$ cat src/source/permutePkg.sv
package permutePkg;

    localparam int countWidth = 16;
    localparam int sumWidth = countWidth + 8;
    // bot, mask and batch-done flag
    localparam int inFifoWidth = 135;
    // sum and count
    localparam int resultWidth = 40;

    typedef logic [127:0] botT;
    typedef logic [5:0] permuteMaskT;
    typedef logic [countWidth-1:0] countT;
    typedef logic [sumWidth-1:0] sumT;

    // mask bit positions of the six orderings of A, B, C
    localparam int orderABC = 5;
    localparam int orderACB = 4;
    localparam int orderBAC = 3;
    localparam int orderBCA = 2;
    localparam int orderCAB = 1;
    localparam int orderCBA = 0;

    // output index (a,b,c) reads input index in the named ordering
    function automatic botT permuteBot(botT b, logic [2:0] order);
        botT p;
        logic [6:0] idx;
        logic [6:0] src;
        for (int i = 0; i < 128; i++) begin
            idx = 7'(i);
            case (order)
                3'(orderACB): src = {idx[6], idx[4], idx[5], idx[3:0]};
                3'(orderBAC): src = {idx[5], idx[6], idx[4], idx[3:0]};
                3'(orderBCA): src = {idx[5], idx[4], idx[6], idx[3:0]};
                3'(orderCAB): src = {idx[4], idx[6], idx[5], idx[3:0]};
                3'(orderCBA): src = {idx[4], idx[5], idx[6], idx[3:0]};
                default:      src = idx;
            endcase
            p[i] = b[src];
        end
        return p;
    endfunction

endpackage

$ cat src/source/botStreamIf.sv
// permuted bots from the permuter to the scoring pipeline
interface botStreamIf;
    logic valid;
    logic ready;
    permutePkg::botT bot;
    // low only on a batch marker beat
    logic counted;
    // final beat of a batch
    logic last;

    modport source (
        output valid,
        output bot,
        output counted,
        output last,
        input  ready
    );

    modport sink (
        input  valid,
        input  bot,
        input  counted,
        input  last,
        output ready
    );
endinterface

$ cat src/source/botPermuter.sv
module botPermuter (
    input  logic                    clk,
    input  logic                    rstN,
    input  permutePkg::botT         headBot,
    input  permutePkg::permuteMaskT headMask,
    input  logic                    headBatchDone,
    input  logic                    headEmpty,
    output logic                    take,
    botStreamIf.source              out
);

    typedef enum logic {
        idle,
        emit
    } stateT;

    stateT state;

    // copy of the word being expanded
    permutePkg::botT botReg;
    permutePkg::permuteMaskT maskRem;
    logic batchDoneReg;

    // the word the next beat is built from
    permutePkg::botT srcBot;
    permutePkg::permuteMaskT srcMask;
    logic srcBatchDone;

    logic [2:0] sel;
    logic found;
    permutePkg::permuteMaskT restMask;
    logic beatDone;
    logic wordDone;

    assign out.valid = (state == emit);
    assign beatDone = out.valid && out.ready;
    // nothing left after the current beat
    assign wordDone = (maskRem == '0);
    assign take = !headEmpty && (state == idle || (beatDone && wordDone));

    always_comb begin
        srcBot = take ? headBot : botReg;
        srcMask = take ? headMask : maskRem;
        srcBatchDone = take ? headBatchDone : batchDoneReg;
        sel = 3'd0;
        found = 1'b0;
        // ascending scan, so the highest set bit wins
        for (int i = 0; i < 6; i++) begin
            if (srcMask[i]) begin
                sel = 3'(i);
                found = 1'b1;
            end
        end
        restMask = srcMask;
        if (found) begin
            restMask[sel] = 1'b0;
        end
    end

    // payload
    always_ff @(posedge clk) begin
        if (take) begin
            botReg <= headBot;
        end
        if (take || (beatDone && !wordDone)) begin
            out.bot <= found ? permutePkg::permuteBot(srcBot, sel) : srcBot;
        end
    end

    always_ff @(posedge clk or negedge rstN) begin
        if (!rstN) begin
            state <= idle;
            maskRem <= '0;
            batchDoneReg <= 1'b0;
            out.counted <= 1'b0;
            out.last <= 1'b0;
        end else begin
            if (take) begin
                state <= emit;
                batchDoneReg <= headBatchDone;
                maskRem <= restMask;
                // zero mask gives a single marker beat
                out.counted <= found;
                out.last <= srcBatchDone && (restMask == '0);
            end else if (beatDone) begin
                if (wordDone) begin
                    state <= idle;
                end else begin
                    maskRem <= restMask;
                    out.counted <= found;
                    out.last <= srcBatchDone && (restMask == '0);
                end
            end
        end
    end

    holdWhileStalled: assert property (@(posedge clk) disable iff (!rstN)
        out.valid && !out.ready |=> out.valid && $stable(out.bot)
            && $stable(out.counted) && $stable(out.last))
        else $error("botPermuter: beat changed while stalled");

endmodule

$ cat src/flat_wrapper.sv
// flat-port wrapper written by rule: the top's interface ports become plain ports
module botPermuter_flat 
  (clk, rstN, headBot, headMask, headBatchDone, headEmpty, take, out_valid, out_bot, out_counted, out_last, out_ready);
  botStreamIf out_i ();
  input  logic clk;
  input  logic rstN;
  input  permutePkg::botT headBot;
  input  permutePkg::permuteMaskT headMask;
  input  logic headBatchDone;
  input  logic headEmpty;
  output logic take;
  output wire logic [$bits(out_i.valid)-1:0] out_valid;
  output wire logic [$bits(out_i.bot)-1:0] out_bot;
  output wire logic [$bits(out_i.counted)-1:0] out_counted;
  output wire logic [$bits(out_i.last)-1:0] out_last;
  input wire logic [$bits(out_i.ready)-1:0] out_ready;
  assign out_valid = out_i.valid;
  assign out_bot = out_i.bot;
  assign out_counted = out_i.counted;
  assign out_last = out_i.last;
  assign out_i.ready = out_ready;
  botPermuter u_core (.clk(clk), .rstN(rstN), .headBot(headBot), .headMask(headMask), .headBatchDone(headBatchDone), .headEmpty(headEmpty), .take(take), .out(out_i));
endmodule
$ cat config.mk
export PLATFORM = sky130hd
export DESIGN_NAME = botPermuter_flat
export DESIGN_NICKNAME = d
export VERILOG_FILES = /design/src/source/permutePkg.sv /design/src/source/botStreamIf.sv /design/src/source/botPermuter.sv /design/src/flat_wrapper.sv
export SDC_FILE = /design/constraint.sdc
export NUM_CORES = 1
export LEC_CHECK = 0
export ABC_AREA = 1
export BUFFER_PORTS_ARGS = -buffer_cell sky130_fd_sc_hd__buf_2
export CORE_MARGIN = 5
export CORE_UTILIZATION = 31
export DETAILED_ROUTE_END_ITERATION = 12
export GPL_TIMING_DRIVEN = 0
export PLACE_DENSITY = 0.5
export SLEW_MARGIN = 10
export SYNTH_ARGS = -nofsm -noshare
export SYNTH_HDL_FRONTEND = slang
export SYNTH_SLANG_ARGS = --single-unit
$ cat constraint.sdc
create_clock -name clk -period 9.5 [get_ports clk]
set_clock_uncertainty 0.05 [all_clocks]
set_input_delay 0.95 -clock clk [delete_from_list [all_inputs] [get_ports clk]]
set_output_delay 0.95 -clock clk [all_outputs]
set_load 0.01 [all_outputs]
Word level (Yosys, flattened, before mapping)
Cells that the tools add are included.

storage, ports and cells
  bits in registers = 266
  input bits = 139

cells by class
  bitwise gates (word level) = 3
  eq/ne operators = 5
  magnitude comparators = 130
  muxes and demuxes = 510
  reduce and logical (&&, ||, !) cells = 23

operator list
  kind                                                                                 count
  7-bit case mux with 2 select lines                                                   96
  7-bit by 8-bit < comparator with 1-bit output, second input constant                 128
  1-bit binary-select mux with 7-bit select                                            128
  7-bit two-way mux                                                                    128
  128-bit two-way mux                                                                  2
  1-bit two-way mux                                                                    146
  6-bit two-way mux                                                                    5
  6-bit logical NOT                                                                    2
  2-bit OR reduction                                                                   6
  6-bit bitwise AND                                                                    1
  3-bit by 2-bit equality test with 1-bit output, second input constant                2
  1-bit logical AND                                                                    6
  3-bit two-way mux                                                                    2
  6-bit NOT                                                                            1
  3-bit by 4-bit < comparator with 1-bit output, second input constant                 1
  2-bit two-way mux                                                                    2
  2-bit AND reduction                                                                  2
  2-bit nonzero test                                                                   2
  1-bit demux with 3-bit select                                                        1
  3-bit by 1-bit equality test with 1-bit output, second input constant                1
  3-bit equality test, second input constant                                           1
  3-bit by 1-bit greater-or-equal comparator with 1-bit output, second input constant  1
  3-bit logical NOT                                                                    1
  1-bit logical NOT                                                                    2
  3 further kinds                                                                      4

Logic depth before layout (Yosys ltp)
Gate-level depths: netlist of run 1.

  word-level depth = 22
  depth in mapped cells = 15
  mapped depth without buffers = 14

Least setup slack after synthesis of run 1
No wires, ideal clock.

  path kind = in2reg
  from = input out_ready
  to = register u_core.out.last
  stages on the path = 8
  path slack = 1531 ps
  required time = 9385 ps
  data arrival time = 7853 ps
  path through = inv_1 o21ai_1 inv_1 nor3_1 nand2_1 nor2_1 nand3_1 nand2_1

between the ends
  cells in the longest elaborated chain, start to end = 22
  elaborated cells between the ends (all ways) = 33

RTL lines
  what                                RTL line                              RTL
  start, declared                     flat_wrapper.sv:16                    input wire logic [$bits(out_i.ready)-1:0] out_ready;
  1-bit logical AND (*)               botPermuter.sv:36                     assign beatDone = out.valid && out.ready;
  1-bit logical AND                   botPermuter.sv:39                     assign take = !headEmpty && (state == idle || (beatDone && wordDone));
  1-bit logical OR                    botPermuter.sv:39
  1-bit logical AND                   botPermuter.sv:39
  6-bit two-way mux                   botPermuter.sv:43                     srcMask = take ? headMask : maskRem;
  1-bit two-way mux                   botPermuter.sv:49                     if (srcMask[i]) begin
  2-bit two-way mux (2 in series)     botPermuter.sv:49
  3-bit two-way mux (2 in series)     botPermuter.sv:49
  [... 4 more ...]                    n/a
  6-bit NOT (no source line)          n/a
  6-bit bitwise AND (no source line)  n/a
  6-bit two-way mux                   botPermuter.sv:55                     if (found) begin
  6-bit logical NOT                   botPermuter.sv:84, botPermuter.sv:91
  1-bit logical AND                   botPermuter.sv:84, botPermuter.sv:91
  1-bit two-way mux                   botPermuter.sv:86                     if (wordDone) begin
  1-bit two-way mux                   botPermuter.sv:85                     end else if (beatDone) begin
  1-bit two-way mux                   botPermuter.sv:78                     if (take) begin
  end signal, assigned                botPermuter.sv:84                     out.last <= srcBatchDone && (restMask == '0);
  end signal, assigned                botPermuter.sv:91                     out.last <= srcBatchDone && (restMask == '0);
  end, declared                       botStreamIf.sv:15                     output last,

Mark *: on every way between the ends. The rest lies on a longest branch, timed or not. The select of a mux whose other input is x is not followed.
A chain may end at the register's enable or synchronous reset.

Final worst setup path of run 1
  from = register u_core.maskRem[2]
  to = output take

between the ends
  cells in the longest elaborated chain, start to end = 4

RTL lines
  what                    RTL line            RTL
  start, declared         botPermuter.sv:21   permutePkg::permuteMaskT maskRem;
  start signal, assigned  botPermuter.sv:81   maskRem <= restMask;
  start signal, assigned  botPermuter.sv:89   maskRem <= restMask;
  6-bit logical NOT       botPermuter.sv:38   assign wordDone = (maskRem == '0);
  1-bit logical AND       botPermuter.sv:39
  1-bit logical OR        botPermuter.sv:39
  1-bit logical AND       botPermuter.sv:39
  end, declared           flat_wrapper.sv:11  output logic take;

Every way passes these cells.

==> out/results.tsv, run 1 <==
metric	value	unit
initial antenna violation count	3	
Hold Crit Class	input port to async pin	
layout cells sized above 1	0.2754	
VDD IR max	198.1	uV
Row Count	69	
clock transition at the registers of the reported paths	0.06	ns
Final Hold Viols	0	
FILL cells	3610	
Post-CTS Resized	0	
Root Buffer	clkbuf_16	
Tmin final	3.912	ns
hold buffers post-CTS	0	
final core utilization	0.3998	
Synth Warn #	0	
Die H	199.2	um
Avg WL per Cell	20.94	um
DIE WIDTH	199.2	um
leakage power	6.569	nW
Worst Path Required	8.50	ns
Setup crit end kind	primary output	
first-pass GRT wire length	59860	um
Slew HR	0.4794	
# setup viols final	0	
Post-synth top cells	nand2_1, dfxtp_1, edfxtp_1	
CTS tree	built	
post-CTS setup buffers	0	
count leader, synth	nand2_1	
CP max FO	10	
RSZ-0062 raised after global routing	false	
r2r worst-path depth	11	
Post-DP Area	0.01319	mm2
I/O Buffers	270	
Power Density	510.3	mW/mm2
average size of a mapped cell	8.989	um2
vias in the first global route	9351	
vias per inst	4.864	
IO Count	271	
pre-CTS setup slack	5.593	ns
Max-cap violations	0	
Vias	9864	
final net count	1681	
Worst-Skew Late Latency	0.56	ns
largest net degree at the start of global routing	28	
CTS sink cnt	266	
GP Congestion	0.9012	
First DRT Iteration DRCs	711	
detailed placer's ending HPWL	31010	um
Final period util	0.4118	
sequential fraction of the synthesis area	0.6001	
EDFF count, synth	128	
CTS Buf Count	30	
Synth area leader	edfxtp_1	
router iterations before antenna repair	5	
Worst-Margin Slew	0.7809	ns
top cells by area, synth	edfxtp_1, dfxtp_1, nand2_1, nand3_1, inv_1	
Final Routed Wirelength	42460	um
ys flop type	edfxtp_1	
crit path kind	flip-flop to primary output	
Pwr Total	7.239	mW
FF+latch count, synth	266	
DRC	0	
Clock Path Buffers	3	
Async S/R FF share, synth	0.03759	
Max Clock Freq	255.6	MHz
final instance area	0.01419	mm2
WP data arrival	2.91	ns
Post-Syn Instances	1234	
Synth top area share	0.3465	
Core Region	0.03548	mm2
outcome	completed	
CTS H-tree lvls	1	
grt ovf	0	
Layout area overhead	27.90	%
synth unique cells	34	
Startpoint Class	flip-flop	
Hold Slack	0.1930	ns
count of pins over their slew limit	0	
final non-filler cell total	2028	
post-synthesis cell area	0.01109	mm2
syn nets	1373	
placed cells	1971	
gr usage total	0.2033	
DRT antenna net count	0	
setup TNS	0	ns
Die ar.	0.03966	mm2
worst setup margin	5.588	ns
Initial Util	0.3126	
==> area by class of cell <==
class,instances,area [um2],area share
clock inverter,15,152.6,0.01076
buffer,71,385.4,0.02717
tap,461,576.8,0.04066
multi-input combinational,802,3705,0.2612
timing repair buffer,276,1509,0.1064
inverter,95,356.6,0.02514
sequential,266,6656,0.4692
clock buffer,40,839.6,0.05918
antenna,2,5.005,0.0003528
==> registers in the layout (all words and copies together), names as in the netlist <==
register and cells:
u_core.out.valid 1, u_core.batchDoneReg 1, u_core.botReg 128, u_core.maskRem 6
u_core.out.bot 128, u_core.out.counted 1, u_core.out.last 1
==> cells in the final DEF (no fill, tap or decap), types with 3 or more instances in the layout <==
cell type   Yosys  final
clkinv_1        1      5
edfxtp_1      128    128
clkbuf_1       15     21
a21oi_1        50     50
clkbuf_16       0     31
buf_4           8      8
o31ai_1        19     19
nand3_2         3      3
o22ai_1        29     29
inv_2           3      3
inv_1          91     91
or2_2          33     33
buf_16          0      5
nor2_2          5      5
nand3_1        91     91
clkinvlp_4      0      3
buf_2          41    311
o21ai_1        20     19
nor2_1         55     55
buf_6           5      5
a21boi_1        3      3
o211ai_1        7      7
nand3b_1        3      3
nand2_1       397    397
clkinv_2        0      5
nand2_2         8      8
a211oi_1        3      3
dfrtp_1        10     10
clkbuf_8        0      3
nand4_1        11     11
bufinv_16       0      3
o21ai_0        59     59
dfxtp_1       128    128
==> cells by family (layout without fill, tap and decap cells) <==
family          after synthesis  count (layout)  share of synthesized area
simple gates                609             609                     0.2347
flops                       266             266                     0.6001
compound gates              193             193                    0.09825
buf+inv                     166             497                    0.06689
other cells                   0               2                          0
==> worst max-delay path, cell delays in order, from the launching register on <==
cell	delay, ns
dfrtp_1	0.41
nor2_1	0.12
nand3_1	0.10
nand2_2	0.19
nand3_4	0.15
buf_6	0.19
inv_2	0.15
buf_2	0.34
buf_2	0.28
buf_2	0.25
buf_2	0.17
==> routing by layer <==
metal  share of wire  track usage  vias to the layer above
met2            0.45       0.3249                      478
met4           0.028      0.06282                        4
met3           0.087      0.04097                       81
met5         0.00080            0                        -
met1            0.43       0.2796                     4583
li1                -            -                     4718
==> where the power goes <==
| group | total [mW] | switching, mW | internal [mW] | leakage (nW) |
|---|---|---|---|---|
| Clock | 1.17 | 0.473 | 0.697 | 0.479 |
| Combinational | 3.83 | 2.66 | 1.17 | 3.66 |
| Sequential | 2.24 | 0.160 | 2.08 | 2.43 |
==> final timing paths <==
check	startpoint	end	slack, ns
hold / removal	rstN	u_core.out.valid$_DFFE_PN0P_	0.19
setup reg to reg	u_core.maskRem[2]$_DFFE_PN0P_	u_core.out.bot[57]$_DFFE_PP_	6.47
max in group asynchronous	rstN	u_core.maskRem[0]$_DFFE_PN0P_	9.01
hold reg to reg	u_core.botReg[126]$_DFF_P_	u_core.botReg[126]$_DFF_P_	0.40
min in group clk	u_core.botReg[126]$_DFF_P_	u_core.botReg[126]$_DFF_P_	0.40
setup / recovery	u_core.maskRem[2]$_DFFE_PN0P_	take	5.59
No activity file was read; power rests on OpenSTA's default activity.
==> inputs of run 2 (changes only) <==
- ABC_AREA: 1 -> 0
- PLACE_DENSITY: 0.5 -> 0.52
- clock period: 9.5 -> 3.45 ns (I/O delays scaled with it)
==> out/results.tsv, run 2 <==
metric	value	unit
top flop regs	u_core.botReg x128, u_core.out.bot x128, u_core.maskRem x6	
clock transition at the registers of the reported paths	0.06	ns
Async S/R FF share, synth	0.03759	
Initial Util	0.3151	
DRT antenna net count	0	
DRC	0	
WP data arrival	3.52	ns
Worst-Margin Slew	0.9198	ns
Post-DP Area	0.01286	mm2
EDFF count, synth	128	
vias per inst	4.911	
VDD IR max	600.4	uV
setup TNS	0	ns
commonest cells after routing, fill and taps aside	buf_2, nand2_1, dfxtp_1, edfxtp_1, mux2i_1	
Clock Path Buffers	3	
# setup viols final	0	
Max Clock Freq	300.8	MHz
Tmin final	3.324	ns
CP max FO	10	
most common cell after layout, fill and taps aside	buf_2	
outcome	completed	
Post-Syn Instances	1016	
final non-filler cell total	1851	
Die H	197.6	um
vias in the first global route	9115	
sequential fraction of the synthesis area	0.6101	
router iterations before antenna repair	5	
Power Density	1304	mW/mm2
CTS Buf Count	30	
count leader, synth	nand2_1	
largest net degree at the start of global routing	86	
CP max stage cell	clkbuf_1	
placed cells	1740	
Setup crit end kind	flip-flop	
Avg WL per Cell	21.40	um
average size of a mapped cell	10.74	um2
Synth Warn #	0	
Final period util	0.9635	
GP Congestion	0.8708	
critical path's largest stage delay	0.62	ns
CTS H-tree lvls	1	
Pwr Total	18.83	mW
Synth area leader	edfxtp_1	
Max-cap violations	0	
I/O Buffers	268	
Vias	9091	
synth unique cells	61	
Root Buffer	clkbuf_16	
DIE WIDTH	197.6	um
first-pass GRT wire length	57320	um
Slew HR	0.3831	
Core Region	0.03463	mm2
crit path kind	flip-flop to flip-flop	
final core utilization	0.4170	
most used cell, CP	nand2_1	
syn nets	1155	
final net count	1510	
RSZ-0062 raised after global routing	false	
Startpoint Class	flip-flop	
leakage power	6.620	nW
Synth top area share	0.3523	
grt ovf	0	
CTS sink cnt	266	
initial antenna violation count	2	
First DRT Iteration DRCs	654	
layout cells sized above 1	0.2810	
detailed placer's ending HPWL	28240	um
FF+latch count, synth	266	
crit path cell chain	nor4b_2, nand2_1, a311o_1, clkbuf_2, nand2_1, o31a_1, clkbuf_1, o22ai_1	
final instance area	0.01444	mm2
Worst-Skew Late Latency	0.56	ns
top cells by area, synth	edfxtp_1, dfxtp_1, nand2_1, mux2i_1, a221oi_1	
IO Count	271	
Layout area overhead	32.35	%
Final Hold Viols	0	
post-synthesis cell area	0.01091	mm2
ys flop type	edfxtp_1	
Die ar.	0.03905	mm2
Post-synth top cells	nand2_1, dfxtp_1, edfxtp_1	
Row Count	68	
gr usage total	0.1926	
Worst Path Required	3.64	ns
count of pins over their slew limit	0	
Final Routed Wirelength	39610	um
CTS tree	built	
Hold Crit Class	input port to flip-flop	
[run 2: path summary, 6_finish.rpt]
kind / cells past startpoint / slack (ns) / startpoint / end
worst max register to register: 8 / 0.13 / u_core.maskRem[3]$_DFFE_PN0P_ / u_core.out.bot[82]$_DFFE_PP_
worst min register to register: 2 / 0.39 / u_core.botReg[12]$_DFF_P_ / u_core.botReg[12]$_DFF_P_
min in group asynchronous: 2 / 0.14 / rstN / u_core.batchDoneReg$_DFF_PN0_
worst min-delay path: 3 / 0.03 / headBot[89] / u_core.botReg[89]$_DFF_P_
worst max-delay path: 8 / 0.13 / u_core.maskRem[3]$_DFFE_PN0P_ / u_core.out.bot[82]$_DFFE_PP_
max in group asynchronous: 2 / 2.98 / rstN / u_core.out.valid$_DFFE_PN0P_
[run 2: layout make-up]
type	count	area [um2]
Sequential cell	266	6656
Buffer	61	311.5
Fill cell	3424	20190
Clock inverter	10	133.9
Clock buffer	46	872.1
Antenna cell	1	2.502
Inverter	66	247.7
Tap cell	455	569.3
Multi-Input combinational cell	621	3712
Timing Repair Buffer	325	1934
[run 2: where the power goes]
group | switching, mW | leakage, nW | internal, mW
sequential | 0.465 | 2.45 | 5.67
combinational | 6.32 | 3.68 | 3.11
clock | 1.30 | 0.487 | 1.96
total | 8.09 | 6.62 | 10.7
[run 2: cell families after synthesis]
| group | Yosys count | synth area share |
|---|---|---|
| and+or+nand+nor | 351 | 0.1318 |
| adders and majority gates | 2 | 0.001835 |
| muxes | 74 | 0.07007 |
| DFF | 266 | 0.6101 |
| AOI/OAI and AO/OA | 194 | 0.1361 |
| buffers and inverters | 129 | 0.05011 |
[run 2: through the flow]
stage | hold slack [ns] | setup WS [ns]
final | 0.03059 | 0.1259
after global routing | 0.02184 | 0.05840
after CTS | 0.001029 | 0.001923
after detailed placement | 0.1912 | -0.1873
after global placement | 0.1921 | -1.427
after floorplan | -0.0005911 | 0.05899
[run 2: worst max-delay path, delay by kind of cell (launching register included)]
kind	cells	cell delay [ns]
compound gates	3	0.95
simple gates	3	0.62
flops	1	0.51
buf+inv	2	0.86
[run 2: timing repair]
action | 4_1_cts | 5_1_grt
setup endpoints to repair | 18 | 36
pin swaps | 0 | 3
buffers inserted | 0 | 3
cloned | 0 | 0
hold buffers | 53 | 0
gates resized for setup | 2 | 9
hold endpoints to repair | 73 | 0
[run 2: per-layer routing]
layer,track usage,vias up,share of wire
met5,0,-,0.00018
met4,0.04693,2,0.027
met3,0.04776,79,0.087
met2,0.3189,390,0.46
met1,0.2552,4300,0.42
li1,-,4320,-
