<file path="config.mk">
export PLATFORM = sky130hd
export DESIGN_NAME = pcoeffAccumulator_flat
export DESIGN_NICKNAME = d
export VERILOG_FILES = /design/src/source/permutePkg.sv /design/src/source/botStreamIf.sv /design/src/source/pcoeffAccumulator.sv /design/src/flat_wrapper.sv
export SDC_FILE = /design/constraint.sdc
export NUM_CORES = 1
export LEC_CHECK = 0
export BUFFER_PORTS_ARGS = -buffer_cell sky130_fd_sc_hd__buf_2
export CORE_MARGIN = 2
export CORE_UTILIZATION = 45
export CTS_CLUSTER_SIZE = 25
export DETAILED_ROUTE_END_ITERATION = 16
export GPL_ROUTABILITY_DRIVEN = 0
export MAX_ROUTING_LAYER = met4
export PLACE_DENSITY_LB_ADDON = 0.05
export SLEW_MARGIN = 40
export SYNTH_ARGS = -nofsm -noshare
export SYNTH_HDL_FRONTEND = slang
export SYNTH_SLANG_ARGS = --single-unit
</file>
<file path="constraint.sdc">
create_clock -name clk -period 2.9 [get_ports clk]
set_input_delay 0.435 -clock clk [delete_from_list [all_inputs] [get_ports clk]]
set_output_delay 0.435 -clock clk [all_outputs]
set_load 0.02 [all_outputs]
</file>
<file path="src/source/permutePkg.sv">
package permutePkg;

    localparam int countWidth = 16;
    localparam int sumWidth = countWidth + 8;
    // bot, mask and batch-done flag
    localparam int inFifoWidth = 135;
    // sum and count
    localparam int resultWidth = 40;

    typedef logic [127:0] botT;
    typedef logic [5:0] permuteMaskT;
    typedef logic [countWidth-1:0] countT;
    typedef logic [sumWidth-1:0] sumT;

    // mask bit positions of the six orderings of A, B, C
    localparam int orderABC = 5;
    localparam int orderACB = 4;
    localparam int orderBAC = 3;
    localparam int orderBCA = 2;
    localparam int orderCAB = 1;
    localparam int orderCBA = 0;

    // output index (a,b,c) reads input index in the named ordering
    function automatic botT permuteBot(botT b, logic [2:0] order);
        botT p;
        logic [6:0] idx;
        logic [6:0] src;
        for (int i = 0; i < 128; i++) begin
            idx = 7'(i);
            case (order)
                3'(orderACB): src = {idx[6], idx[4], idx[5], idx[3:0]};
                3'(orderBAC): src = {idx[5], idx[6], idx[4], idx[3:0]};
                3'(orderBCA): src = {idx[5], idx[4], idx[6], idx[3:0]};
                3'(orderCAB): src = {idx[4], idx[6], idx[5], idx[3:0]};
                3'(orderCBA): src = {idx[4], idx[5], idx[6], idx[3:0]};
                default:      src = idx;
            endcase
            p[i] = b[src];
        end
        return p;
    endfunction

endpackage

</file>
<file path="src/source/botStreamIf.sv">
// permuted bots from the permuter to the scoring pipeline
interface botStreamIf;
    logic valid;
    logic ready;
    permutePkg::botT bot;
    // low only on a batch marker beat
    logic counted;
    // final beat of a batch
    logic last;

    modport source (
        output valid,
        output bot,
        output counted,
        output last,
        input  ready
    );

    modport sink (
        input  valid,
        input  bot,
        input  counted,
        input  last,
        output ready
    );
endinterface

</file>
<file path="src/source/pcoeffAccumulator.sv">
module pcoeffAccumulator (
    input  logic                clk,
    input  logic                rstN,
    input  permutePkg::botT     top,
    botStreamIf.sink            in,
    input  logic                resultsFull,
    output logic                resultValid,
    output permutePkg::sumT     pcoeffSum,
    output permutePkg::countT   pcoeffCount
);

    logic beatTaken;

    // stage 1
    logic s1Valid;
    logic s1Subset;
    logic [7:0] s1Pop;
    logic s1Counted;
    logic s1Last;

    // stage 2 running totals
    permutePkg::sumT sumAcc;
    permutePkg::countT countAcc;
    logic addBeat;
    permutePkg::sumT nextSum;
    permutePkg::countT nextCount;

    // the results FIFO keeps four slots for beats still in flight
    assign in.ready = !resultsFull;
    assign beatTaken = in.valid && in.ready;

    always_ff @(posedge clk) begin
        if (beatTaken) begin
            // no bit of the bot outside top
            s1Subset <= ((in.bot & ~top) == '0);
            s1Pop <= 8'($countones(top & ~in.bot));
            s1Counted <= in.counted;
            s1Last <= in.last;
        end
    end

    always_ff @(posedge clk or negedge rstN) begin
        if (!rstN) begin
            s1Valid <= 1'b0;
        end else begin
            s1Valid <= beatTaken;
        end
    end

    always_comb begin
        addBeat = s1Valid && s1Counted && s1Subset;
        nextSum = sumAcc;
        nextCount = countAcc;
        if (addBeat) begin
            nextSum = sumAcc + permutePkg::sumT'(s1Pop);
            nextCount = countAcc + 1'b1;
        end
    end

    always_ff @(posedge clk or negedge rstN) begin
        if (!rstN) begin
            sumAcc <= '0;
            countAcc <= '0;
            resultValid <= 1'b0;
        end else begin
            resultValid <= s1Valid && s1Last;
            if (s1Valid && s1Last) begin
                // batch closes and the totals start over
                sumAcc <= '0;
                countAcc <= '0;
            end else begin
                sumAcc <= nextSum;
                countAcc <= nextCount;
            end
        end
    end

    // totals including the final beat
    always_ff @(posedge clk) begin
        if (s1Valid && s1Last) begin
            pcoeffSum <= nextSum;
            pcoeffCount <= nextCount;
        end
    end

    // the batch count must never wrap
    // the sum has room for a full count of popcounts
    totalsNoWrap: assert property (@(posedge clk) disable iff (!rstN)
        addBeat |-> countAcc != '1)
        else $error("pcoeffAccumulator: batch count overflow");

endmodule

</file>
<file path="src/flat_wrapper.sv">
// flat-port wrapper written by rule: the top's interface ports become plain ports
module pcoeffAccumulator_flat 
  (clk, rstN, top, resultsFull, resultValid, pcoeffSum, pcoeffCount, in_valid, in_bot, in_counted, in_last, in_ready);
  botStreamIf in_i ();
  input  logic clk;
  input  logic rstN;
  input  permutePkg::botT top;
  input  logic resultsFull;
  output logic resultValid;
  output permutePkg::sumT pcoeffSum;
  output permutePkg::countT pcoeffCount;
  input wire logic [$bits(in_i.valid)-1:0] in_valid;
  input wire logic [$bits(in_i.bot)-1:0] in_bot;
  input wire logic [$bits(in_i.counted)-1:0] in_counted;
  input wire logic [$bits(in_i.last)-1:0] in_last;
  output wire logic [$bits(in_i.ready)-1:0] in_ready;
  assign in_i.valid = in_valid;
  assign in_i.bot = in_bot;
  assign in_i.counted = in_counted;
  assign in_i.last = in_last;
  assign in_ready = in_i.ready;
  pcoeffAccumulator u_core (.clk(clk), .rstN(rstN), .top(top), .in(in_i), .resultsFull(resultsFull), .resultValid(resultValid), .pcoeffSum(pcoeffSum), .pcoeffCount(pcoeffCount));
endmodule
</file>
==> flow_summary.yaml, run 1 <==
placement:
  dp_slack_ps: -4480
  dpl.hpwl_um: 26500
  io_buffer_count: 303
clocking:
  cts_buffer_depth: 2
  clockRootBuffer: "clkbuf_16"
  cts_buffers: 9
  h-tree-depth: 3
  cts_hold_buf: 0
  cts.sinks: 93
floorplan:
  die_w_um: 155
  initial_core_util_pct: 45.7
  rows: 55
  io_pins: 304
  fp.dieH_um: 155
synth:
  ys_types: 43
  synthesis.nets: 1541
  ys_ff_latch: 93
  async_reset_ff_share_pct: 45.2
  synth-main-ff-cell: "edfxtp_1"
  yosys.area.top_type: "fa_1"
  synthCells: 1056
  post_synth.cell_area_avg_um2: 9.74
  synthTopCellsByArea: "fa_1, edfxtp_1, ha_1"
  synthesis.area_um2: 10300
  yosysTopAreaCellShare_pct: 25.5
  synth_warnings: 0
  ys_seq_area_share_pct: 25.1
  synth_edf_count: 51
global_routing:
  grt_pass1_wl_um: 45200
  antenna_found_initial: 3
  grt_pass1_vias: 8789
  grt_usage_pct: 25.7
  grt_max_degree: 46
  grt_overflow: 0
outcome:
  error: "[ERROR DRT-0255] Maze Route cannot find path of net clk in worker of routeBox ( 144900 0 ) ( 155170 48300 )."
  run_status: "did not finish"
  stop_stage: "detailed routing (5_2_route)"
sta:
  grt_repair_worst_endpoint: "u_core.s1Pop[7]$_DFFE_PP_/D"
  worst_endpoint_kind: "register input"
## logic make-up after synthesis
group	after synthesis	share of synthesized area, %
flip-flops	93	25.1
AND/OR/NAND/NOR	311	17.4
adder cells (fa/ha/maj)	223	36.7
AO/OA/AOI/OAI	107	7.14
buffers and inverters	285	10.4
XOR/XNOR	33	2.81
multiplexers	4	0.389
## through the flow
step	instances	hold slack [ps]	area [um^2]
global route	1723	123	13600
CTS	1719	112	13500
detailed placement	1708	469	12700
global placement	1708	542	12700
floorplan	1056	139	10300
## cell usage after synthesis (all sizes together), types with 5 or more instances
cell type and instances:
and3 7, clkbuf 6, nand2 38, nand2b 40, nor3 9, ha 92, edfxtp 51, or3 5
o2111ai 12, inv 277, fa 131, a21oi 18, nand3 14, dfrtp 42, o22ai 30, a2111oi 11
nor2b 125, xor2 17, and2 24, nor2 20, nor4 9, nand4 15, a21o 6, o21ai 12
xnor2 16
## layer usage
layer / track usage, %
met4: 9.04
met1: 28.6
met5: -
met3: 3.48
met2: 47.1
## what timing repair did
action / 4_1_cts / 5_1_grt
buffers inserted: 3 / 1
resized for setup: 112 / 33
endpoints found under the setup margin: 8 / 8
endpoints found under the hold margin: 0 / 0
pin swaps: 50 / 30
==> run 2, diff against run 1 <==
--- a/config.mk
+++ b/config.mk
@@ -7,12 +7,10 @@
 export LEC_CHECK = 0
 export BUFFER_PORTS_ARGS = -buffer_cell sky130_fd_sc_hd__buf_2
 export CORE_MARGIN = 2
-export CORE_UTILIZATION = 45
-export CTS_CLUSTER_SIZE = 25
+export CORE_UTILIZATION = 30
 export DETAILED_ROUTE_END_ITERATION = 16
 export GPL_ROUTABILITY_DRIVEN = 0
-export MAX_ROUTING_LAYER = met4
-export PLACE_DENSITY_LB_ADDON = 0.05
+export PLACE_DENSITY_LB_ADDON = 0.15
 export SLEW_MARGIN = 40
 export SYNTH_ARGS = -nofsm -noshare
 export SYNTH_HDL_FRONTEND = slang
==> flow_summary.yaml, run 2 <==
synth:
  synth-main-ff-cell: "edfxtp_1"
  synthCells: 1056
  synthTopCellsByArea: "fa_1, edfxtp_1, ha_1"
  synthesis.area_um2: 10300
  synth_warnings: 0
  yosys.area.top_type: "fa_1"
  synthesis.nets: 1541
  async_reset_ff_share_pct: 45.2
  synth_edf_count: 51
  yosysMostFrequentCell: "inv_1"
  ys_seq_area_share_pct: 25.1
  post_synth.cell_area_avg_um2: 9.74
  ys_types: 43
  ys_ff_latch: 93
  yosysTopAreaCellShare_pct: 25.5
  synth_common_cells: "inv_1, fa_1, nor2b_1"
placement:
  dpl.hpwl_um: 30200
  io_buffer_count: 303
  dp_slack_ps: -4460
layout:
  regArea_um2: 2580
  layout_common_cells: "buf_2, inv_1, fa_1"
  final_common_cell: "buf_2"
  reg_top3: "u_core.pcoeffSum (24), u_core.sumAcc (24)"
  nets: 1931
  fillerInstances: 3369
  multi_input_area_um2: 7390
  drive_above_1_share_pct: 39.8
  syn_to_final_growth_pct: 37.4
sta:
  setup_violations: 8
  slew_violations: 0
  hold_viol_final: 0
  fin_crit_ps: 6840
  slew-limit-headroom_pct: 58.1
  post-route-period-util_pct: 236
  clock_skew_ps: 6.89
  layout_setup_ws_ps: -3940
  fmax_mhz: 146
  worst_pin_slew_ps: 628
  hold_ws_ps: 101
  rsz0062_at_grt: "true"
global_routing:
  antenna_found_initial: 6
  grt_overflow: 0
  grt_max_degree: 34
  grt_pass1_wl_um: 49800
  grt_usage_pct: 18.6
  grt_pass1_vias: 9002
detailed_routing:
  wl_per_cell_um: 17.5
  viasPerCell: 4.41
  route.detailed.drc: 0
  wirelength_um: 33400
  dr.pass1.iters: 4
  ant_nets: 0
  dr_total_vias: 8402
  drt_iter0_markers: 340
clocking:
  cts_hold_buf: 0
  clockRootBuffer: "clkbuf_16"
  clk_pin_slew_worst_paths_ps: 70
  cts_buffer_depth: 2
  cts.sinks: 93
  clk_latency_ps: 340
  cts_tree: "done"
  h-tree-depth: 3
  cts_buffers: 9
setup_path:
  required_ps: 2990
  arrival_ps: 6930
  endpoint_kind: "register"
  critPathKind: "in2reg"
  cp-start-kind: "input pin"
  critPathMaxFanout: 2
outcome:
  run_status: "finished with violations"
  violations: "negative setup slack"
floorplan:
  io_pins: 304
  die_area_um2: 35800
  fp.dieH_um: 189
  rows: 67
  die_w_um: 189
  initial_core_util_pct: 30.6
  core_um2: 33600
flow_run:
  drv_cap: 0
min_path:
  hold_path_class: "in2async"
==> run 2: cell counts after synthesis <==
No cell type changed its count.
==> run 2: critical path, cell delays in order <==
cell      delay [ps]
buf_2            120
nor2_4           150
ha_2             180
inv_1             50
fa_1             550
inv_2             40
fa_2             540
inv_2             40
fa_2             520
inv_2             40
fa_1             510
fa_2             470
fa_2             570
fa_2             450
fa_1             550
inv_2             40
fa_1             510
inv_2             50
ha_4             150
fa_2             330
a21o_1           190
a21oi_2          150
o21bai_1          70
a21oi_1          150
xnor2_1           80
==> run 2: cells by family after synthesis <==
group	synth area share, %
flops	25.1
simple gates	17.4
buf+inv	10.4
mux	0.389
fa+ha+maj	36.7
compound gates	7.14
xor+xnor	2.81
==> run 2: cell type report <==
class                   count  share of cell area (%)
multi-input cells         678                    52.3
clock buffers              12                    1.82
flip-flops and latches     93                    18.3
repair buffers            387                    15.9
clock inverters             4                   0.230
inverters                 277                    7.38
well taps                 448                    3.97
diodes                      7                   0.124
==> run 2: worst paths after layout <==
kind	startpoint	to	slack [ps]	cells after the start
max	in_bot[67]	u_core.s1Pop[7]	-3940	25
min in group clk	in_counted	u_core.s1Counted	300	1
max reg2reg	u_core.sumAcc[4]	u_core.pcoeffSum[23]	570	7
min	rstN	u_core.countAcc[12]	100	1
max in group asynchronous	rstN	u_core.countAcc[4]	2200	2
min reg2reg	u_core.s1Last	u_core.sumAcc[7]	540	1
==> run 2: through the flow <==
stage	utilization [%]	area [um^2]	instances	TNS, ps
global placement	38.8	13100	1889	-31740
detailed placement	38.8	13100	1889	-31910
finish	42.0	14100	1906	-27560
global route	42.0	14100	1900	-28680
floorplan	-	10300	1056	-27570
CTS	41.4	13900	1899	-27290
==> run 2: routing by layer <==
layer,wire [um],share of wire (%),global-route usage (%)
met1,13000,39,21.0
met2,18200,55,36.6
met3,1670,5.0,3.06
met4,464,1.4,3.64
met5,13,0.039,0
==> run 2: timing repair <==
| action | CTS | global route |
|---|---|---|
| pin swaps | 78 | 53 |
| resized for setup | 147 | 65 |
| endpoints found under the setup margin | 8 | 8 |
| setup buffers | 2 | 2 |
Power of run 2 is not shown: default switching activity piles up to over one toggle a cycle in this logic, so the estimate is an artifact.
==> run 3, diff against run 2 <==
--- a/config.mk
+++ b/config.mk
@@ -8,6 +8,7 @@
 export BUFFER_PORTS_ARGS = -buffer_cell sky130_fd_sc_hd__buf_2
 export CORE_MARGIN = 2
 export CORE_UTILIZATION = 30
+export CTS_CLUSTER_DIAMETER = 80
 export DETAILED_ROUTE_END_ITERATION = 16
 export GPL_ROUTABILITY_DRIVEN = 0
 export PLACE_DENSITY_LB_ADDON = 0.15
==> constraint.sdc (replaced) <==
create_clock -name clk -period 6.76 [get_ports clk]
set_input_delay 1.014 -clock clk [delete_from_list [all_inputs] [get_ports clk]]
set_output_delay 1.014 -clock clk [all_outputs]
set_load 0.02 [all_outputs]
==> flow_summary.yaml, run 3 (same netlist as run 2, synthesis figures left out) <==
outcome:
  run_status: "finished with violations"
  violations: "negative setup slack"
clocking:
  cts_buffers: 9
  cts_tree: "done"
  clk_pin_slew_worst_paths_ps: 60
  clk_latency_ps: 330
  clockRootBuffer: "clkbuf_16"
  h-tree-depth: 3
  cts_buffer_depth: 2
  cts.sinks: 93
floorplan:
  rows: 67
  io_pins: 304
  initial_core_util_pct: 30.6
  fp.dieH_um: 189
  core_um2: 33600
  die_w_um: 189
  die_area_um2: 35800
global_routing:
  grt_overflow: 0
  grt_usage_pct: 18.6
  grt_pass1_wl_um: 49300
  grt_pass1_vias: 8787
  grt_max_degree: 53
  antenna_found_initial: 10
sta:
  setup_violations: 6
  hold_ws_ps: 539
  hold_viol_final: 0
  fin_crit_ps: 7400
  slew_violations: 0
  fmax_mhz: 135
  layout_setup_ws_ps: -637
  clock_skew_ps: 6.87
  post-route-period-util_pct: 109
  rsz0062_at_grt: "true"
  worst_pin_slew_ps: 706
  slew-limit-headroom_pct: 51.7
detailed_routing:
  dr_total_vias: 8277
  dr.pass1.iters: 4
  route.detailed.drc: 0
  viasPerCell: 4.39
  ant_nets: 0
  wirelength_um: 33300
  drt_iter0_markers: 223
  wl_per_cell_um: 17.7
setup_path:
  arrival_ps: 7480
  required_ps: 6840
  cp-start-kind: "input pin"
  critPathMaxFanout: 2
  critPathKind: "in2reg"
  endpoint_kind: "register"
layout:
  final_common_cell: "buf_2"
  syn_to_final_growth_pct: 35.6
  drive_above_1_share_pct: 37.3
  layout_common_cells: "buf_2, inv_1, fa_1"
  fillerInstances: 3399
  fin_util_pct: 41.5
  nets: 1913
  reg_top3: "u_core.pcoeffSum (24), u_core.sumAcc (24)"
flow_run:
  drv_cap: 0
placement:
  dpl.hpwl_um: 30200
  io_buffer_count: 303
  dp_slack_ps: -1210
min_path:
  hold_path_class: "reg2reg"
## run 3: repair_timing
action                                 4_1_cts  5_1_grt
endpoints found under the hold margin        0        0
resized for setup                          122       69
pin swaps                                   58       56
setup endpoints to repair                    6        6
hold buffers                                 0        0
setup buffers                                2        1
## run 3: routing by layer
metal / GRT usage (%) / routed length [um] / vias up
met5: 0 / 77 / -
met4: 6.91 / 1280 / 12
met3: 3.69 / 1920 / 44
met2: 34.6 / 17300 / 229
met1: 20.8 / 12800 / 3892
li1: - / - / 4100
## run 3: final cells by class
type / instances / area [um^2] / area share [%]
clock inverter: 6 / 46.3 / 0.332
multi-input combinational: 678 / 7370 / 52.8
tap: 448 / 561 / 4.02
timing repair buffer: 369 / 2100 / 15.1
clock buffer: 10 / 229 / 1.64
sequential: 93 / 2580 / 18.5
inverter: 277 / 1040 / 7.48
antenna: 4 / 10.0 / 0.0718
## run 3: critical path, stage by stage
cell	delay, ps
buf_2	120
nor2b_1	130
ha_1	310
fa_1	520
inv_2	40
fa_1	490
fa_1	550
fa_1	530
fa_1	530
fa_1	560
inv_1	50
fa_2	520
inv_2	40
fa_2	330
fa_1	530
inv_2	50
ha_4	160
fa_2	350
a21o_1	170
a21oi_2	130
o21bai_1	80
a21oi_1	170
xnor2_1	80
## run 3: path summary, 6_finish.rpt
check / start / to / slack [ps] / cells past startpoint
max in group asynchronous: rstN / u_core.sumAcc[14] / 5700 / 1
hold reg to reg: u_core.s1Last / u_core.sumAcc[7] / 540 / 1
min in group asynchronous: rstN / u_core.countAcc[10] / 670 / 1
hold / removal: u_core.s1Last / u_core.sumAcc[7] / 540 / 1
setup / recovery: top[114] / u_core.s1Pop[7] / -640 / 23
setup reg to reg: u_core.s1Pop[0] / u_core.pcoeffSum[18] / 4200 / 7
## run 3: through the flow
step                setup TNS (ps)  instance area [um^2]  cells
floorplan                    -2110                 10300   1056
global placement             -5860                 13000   1877
detailed placement           -6000                 13000   1877
CTS                          -2410                 13700   1887
global route                 -3190                 13900   1881
finish                       -2220                 13900   1885
Power of run 3 is left out for the same reason.
==> run 4, diff against run 3 <==
--- a/config.mk
+++ b/config.mk
@@ -6,6 +6,7 @@
 export NUM_CORES = 1
 export LEC_CHECK = 0
 export BUFFER_PORTS_ARGS = -buffer_cell sky130_fd_sc_hd__buf_2
+export CORE_ASPECT_RATIO = 0.7
 export CORE_MARGIN = 2
 export CORE_UTILIZATION = 30
 export CTS_CLUSTER_DIAMETER = 80
==> flow_summary.yaml, run 4 (same netlist as run 2, synthesis figures left out) <==
outcome:
  run_status: "finished with violations"
  violations: "negative setup slack"
layout:
  nets: 1931
  regArea_um2: 2580
  syn_to_final_growth_pct: 37.3
  fillerInstances: 3372
  drive_above_1_share_pct: 38.9
  reg_top3: "u_core.pcoeffSum (24), u_core.sumAcc (24)"
  final_common_cell: "buf_2"
  multi_input_area_um2: 7480
  final_area_um2: 14100
  layout_common_cells: "buf_2, inv_1, fa_1"
sta:
  clock_skew_ps: 8.70
  slew_violations: 0
  post-route-period-util_pct: 109
  fin_crit_ps: 7380
  setup_violations: 6
  worst_pin_slew_ps: 863
  slew-limit-headroom_pct: 41.9
  fmax_mhz: 135
  layout_setup_ws_ps: -625
  rsz0062_at_grt: "true"
  hold_viol_final: 0
clocking:
  cts.sinks: 93
  cts_buffer_depth: 2
  clk_latency_ps: 340
  h-tree-depth: 3
  cts_hold_buf: 0
  cts_buffers: 9
  cts_tree: "done"
  clk_pin_slew_worst_paths_ps: 70
  clockRootBuffer: "clkbuf_16"
placement:
  placed_area_um2: 13000
  dpl.hpwl_um: 31100
  io_buffer_count: 303
setup_path:
  cp-start-kind: "input pin"
  slowest_delay_ps: 590
  arrival_ps: 7480
  required_ps: 6850
  endpoint_kind: "register"
  crit_top_cell: "fa_1"
  crit_buf_inv: 7
  crit_family: "adder cells"
  cp_slowest_cell: "fa_2"
  critPathKind: "in2reg"
  critPathMaxFanout: 2
detailed_routing:
  ant_nets: 0
  wl_per_cell_um: 18.4
  wirelength_um: 34800
  drt_iter0_markers: 596
  viasPerCell: 4.49
  route.detailed.drc: 0
  dr_total_vias: 8470
  dr.pass1.iters: 5
floorplan:
  die_w_um: 225
  initial_core_util_pct: 30.6
  die_area_um2: 35800
  fp.dieH_um: 159
  rows: 56
  io_pins: 304
  core_um2: 33600
global_routing:
  grt_overflow: 0
  grt_usage_pct: 19.7
  grt_max_degree: 53
  antenna_found_initial: 4
  grt_pass1_vias: 8929
  grt_pass1_wl_um: 52000
flow_run:
  drv_cap: 0
min_path:
  hold_path_class: "reg2reg"
==> run 4: worst paths after layout <==
check | from | to | slack [ps] | cells past startpoint
setup / recovery | top[27] | u_core.s1Pop[7] | -620 | 25
setup reg to reg | u_core.sumAcc[0] | u_core.pcoeffSum[18] | 4180 | 7
hold / removal | u_core.s1Last | u_core.sumAcc[7] | 530 | 1
hold reg to reg | u_core.s1Last | u_core.sumAcc[7] | 530 | 1
min in group asynchronous | rstN | u_core.resultValid | 670 | 1
max in group asynchronous | rstN | u_core.countAcc[12] | 5660 | 1
==> run 4: timing repair <==
item	in CTS	in global routing
buffers inserted	1	4
gates resized for setup	120	78
endpoints found under the setup margin	6	6
pin swaps	53	52
endpoints found under the hold margin	0	0
==> run 4: layout make-up <==
| class | instances | share of cell area (%) |
|---|---|---|
| Timing Repair Buffer | 387 | 15.5 |
| Inverter | 277 | 7.40 |
| Clock inverter | 3 | 0.284 |
| Antenna cell | 2 | 0.0355 |
| Tap cell | 435 | 3.86 |
| Multi-Input combinational cell | 678 | 53.0 |
| Sequential cell | 93 | 18.3 |
| Clock buffer | 13 | 1.70 |
==> run 4: worst register-to-register path: stages, from the launching register on <==
cell     delay (ps)
dfrtp_1         380
ha_1            230
fa_1            430
a21o_1          210
a22oi_1         400
a21oi_1         260
and3_1          260
xor2_1          160
==> run 4: layer usage <==
metal	wire length (um)	global-route usage, %	share of wire [%]	vias up
li1	-	-	-	4135
met3	1730	3.44	5.0	9
met4	95	1.48	0.27	0
met1	17700	30.1	51	4106
met2	15200	30.3	44	220
met5	0	0	0	-
==> run 4: metrics by stage <==
stage	setup TNS, ps	utilization (%)	hold WS (ps)	std cells	setup WS (ps)
floorplan	-2110	-	493	1056	-695
global placement	-5740	38.7	518	1875	-1170
detailed placement	-6050	38.7	519	1875	-1220
CTS	-2200	40.9	532	1886	-625
global route	-3140	42.0	565	1887	-799
finish	-2220	42.0	529	1888	-625
Power of run 4 is left out for the same reason.
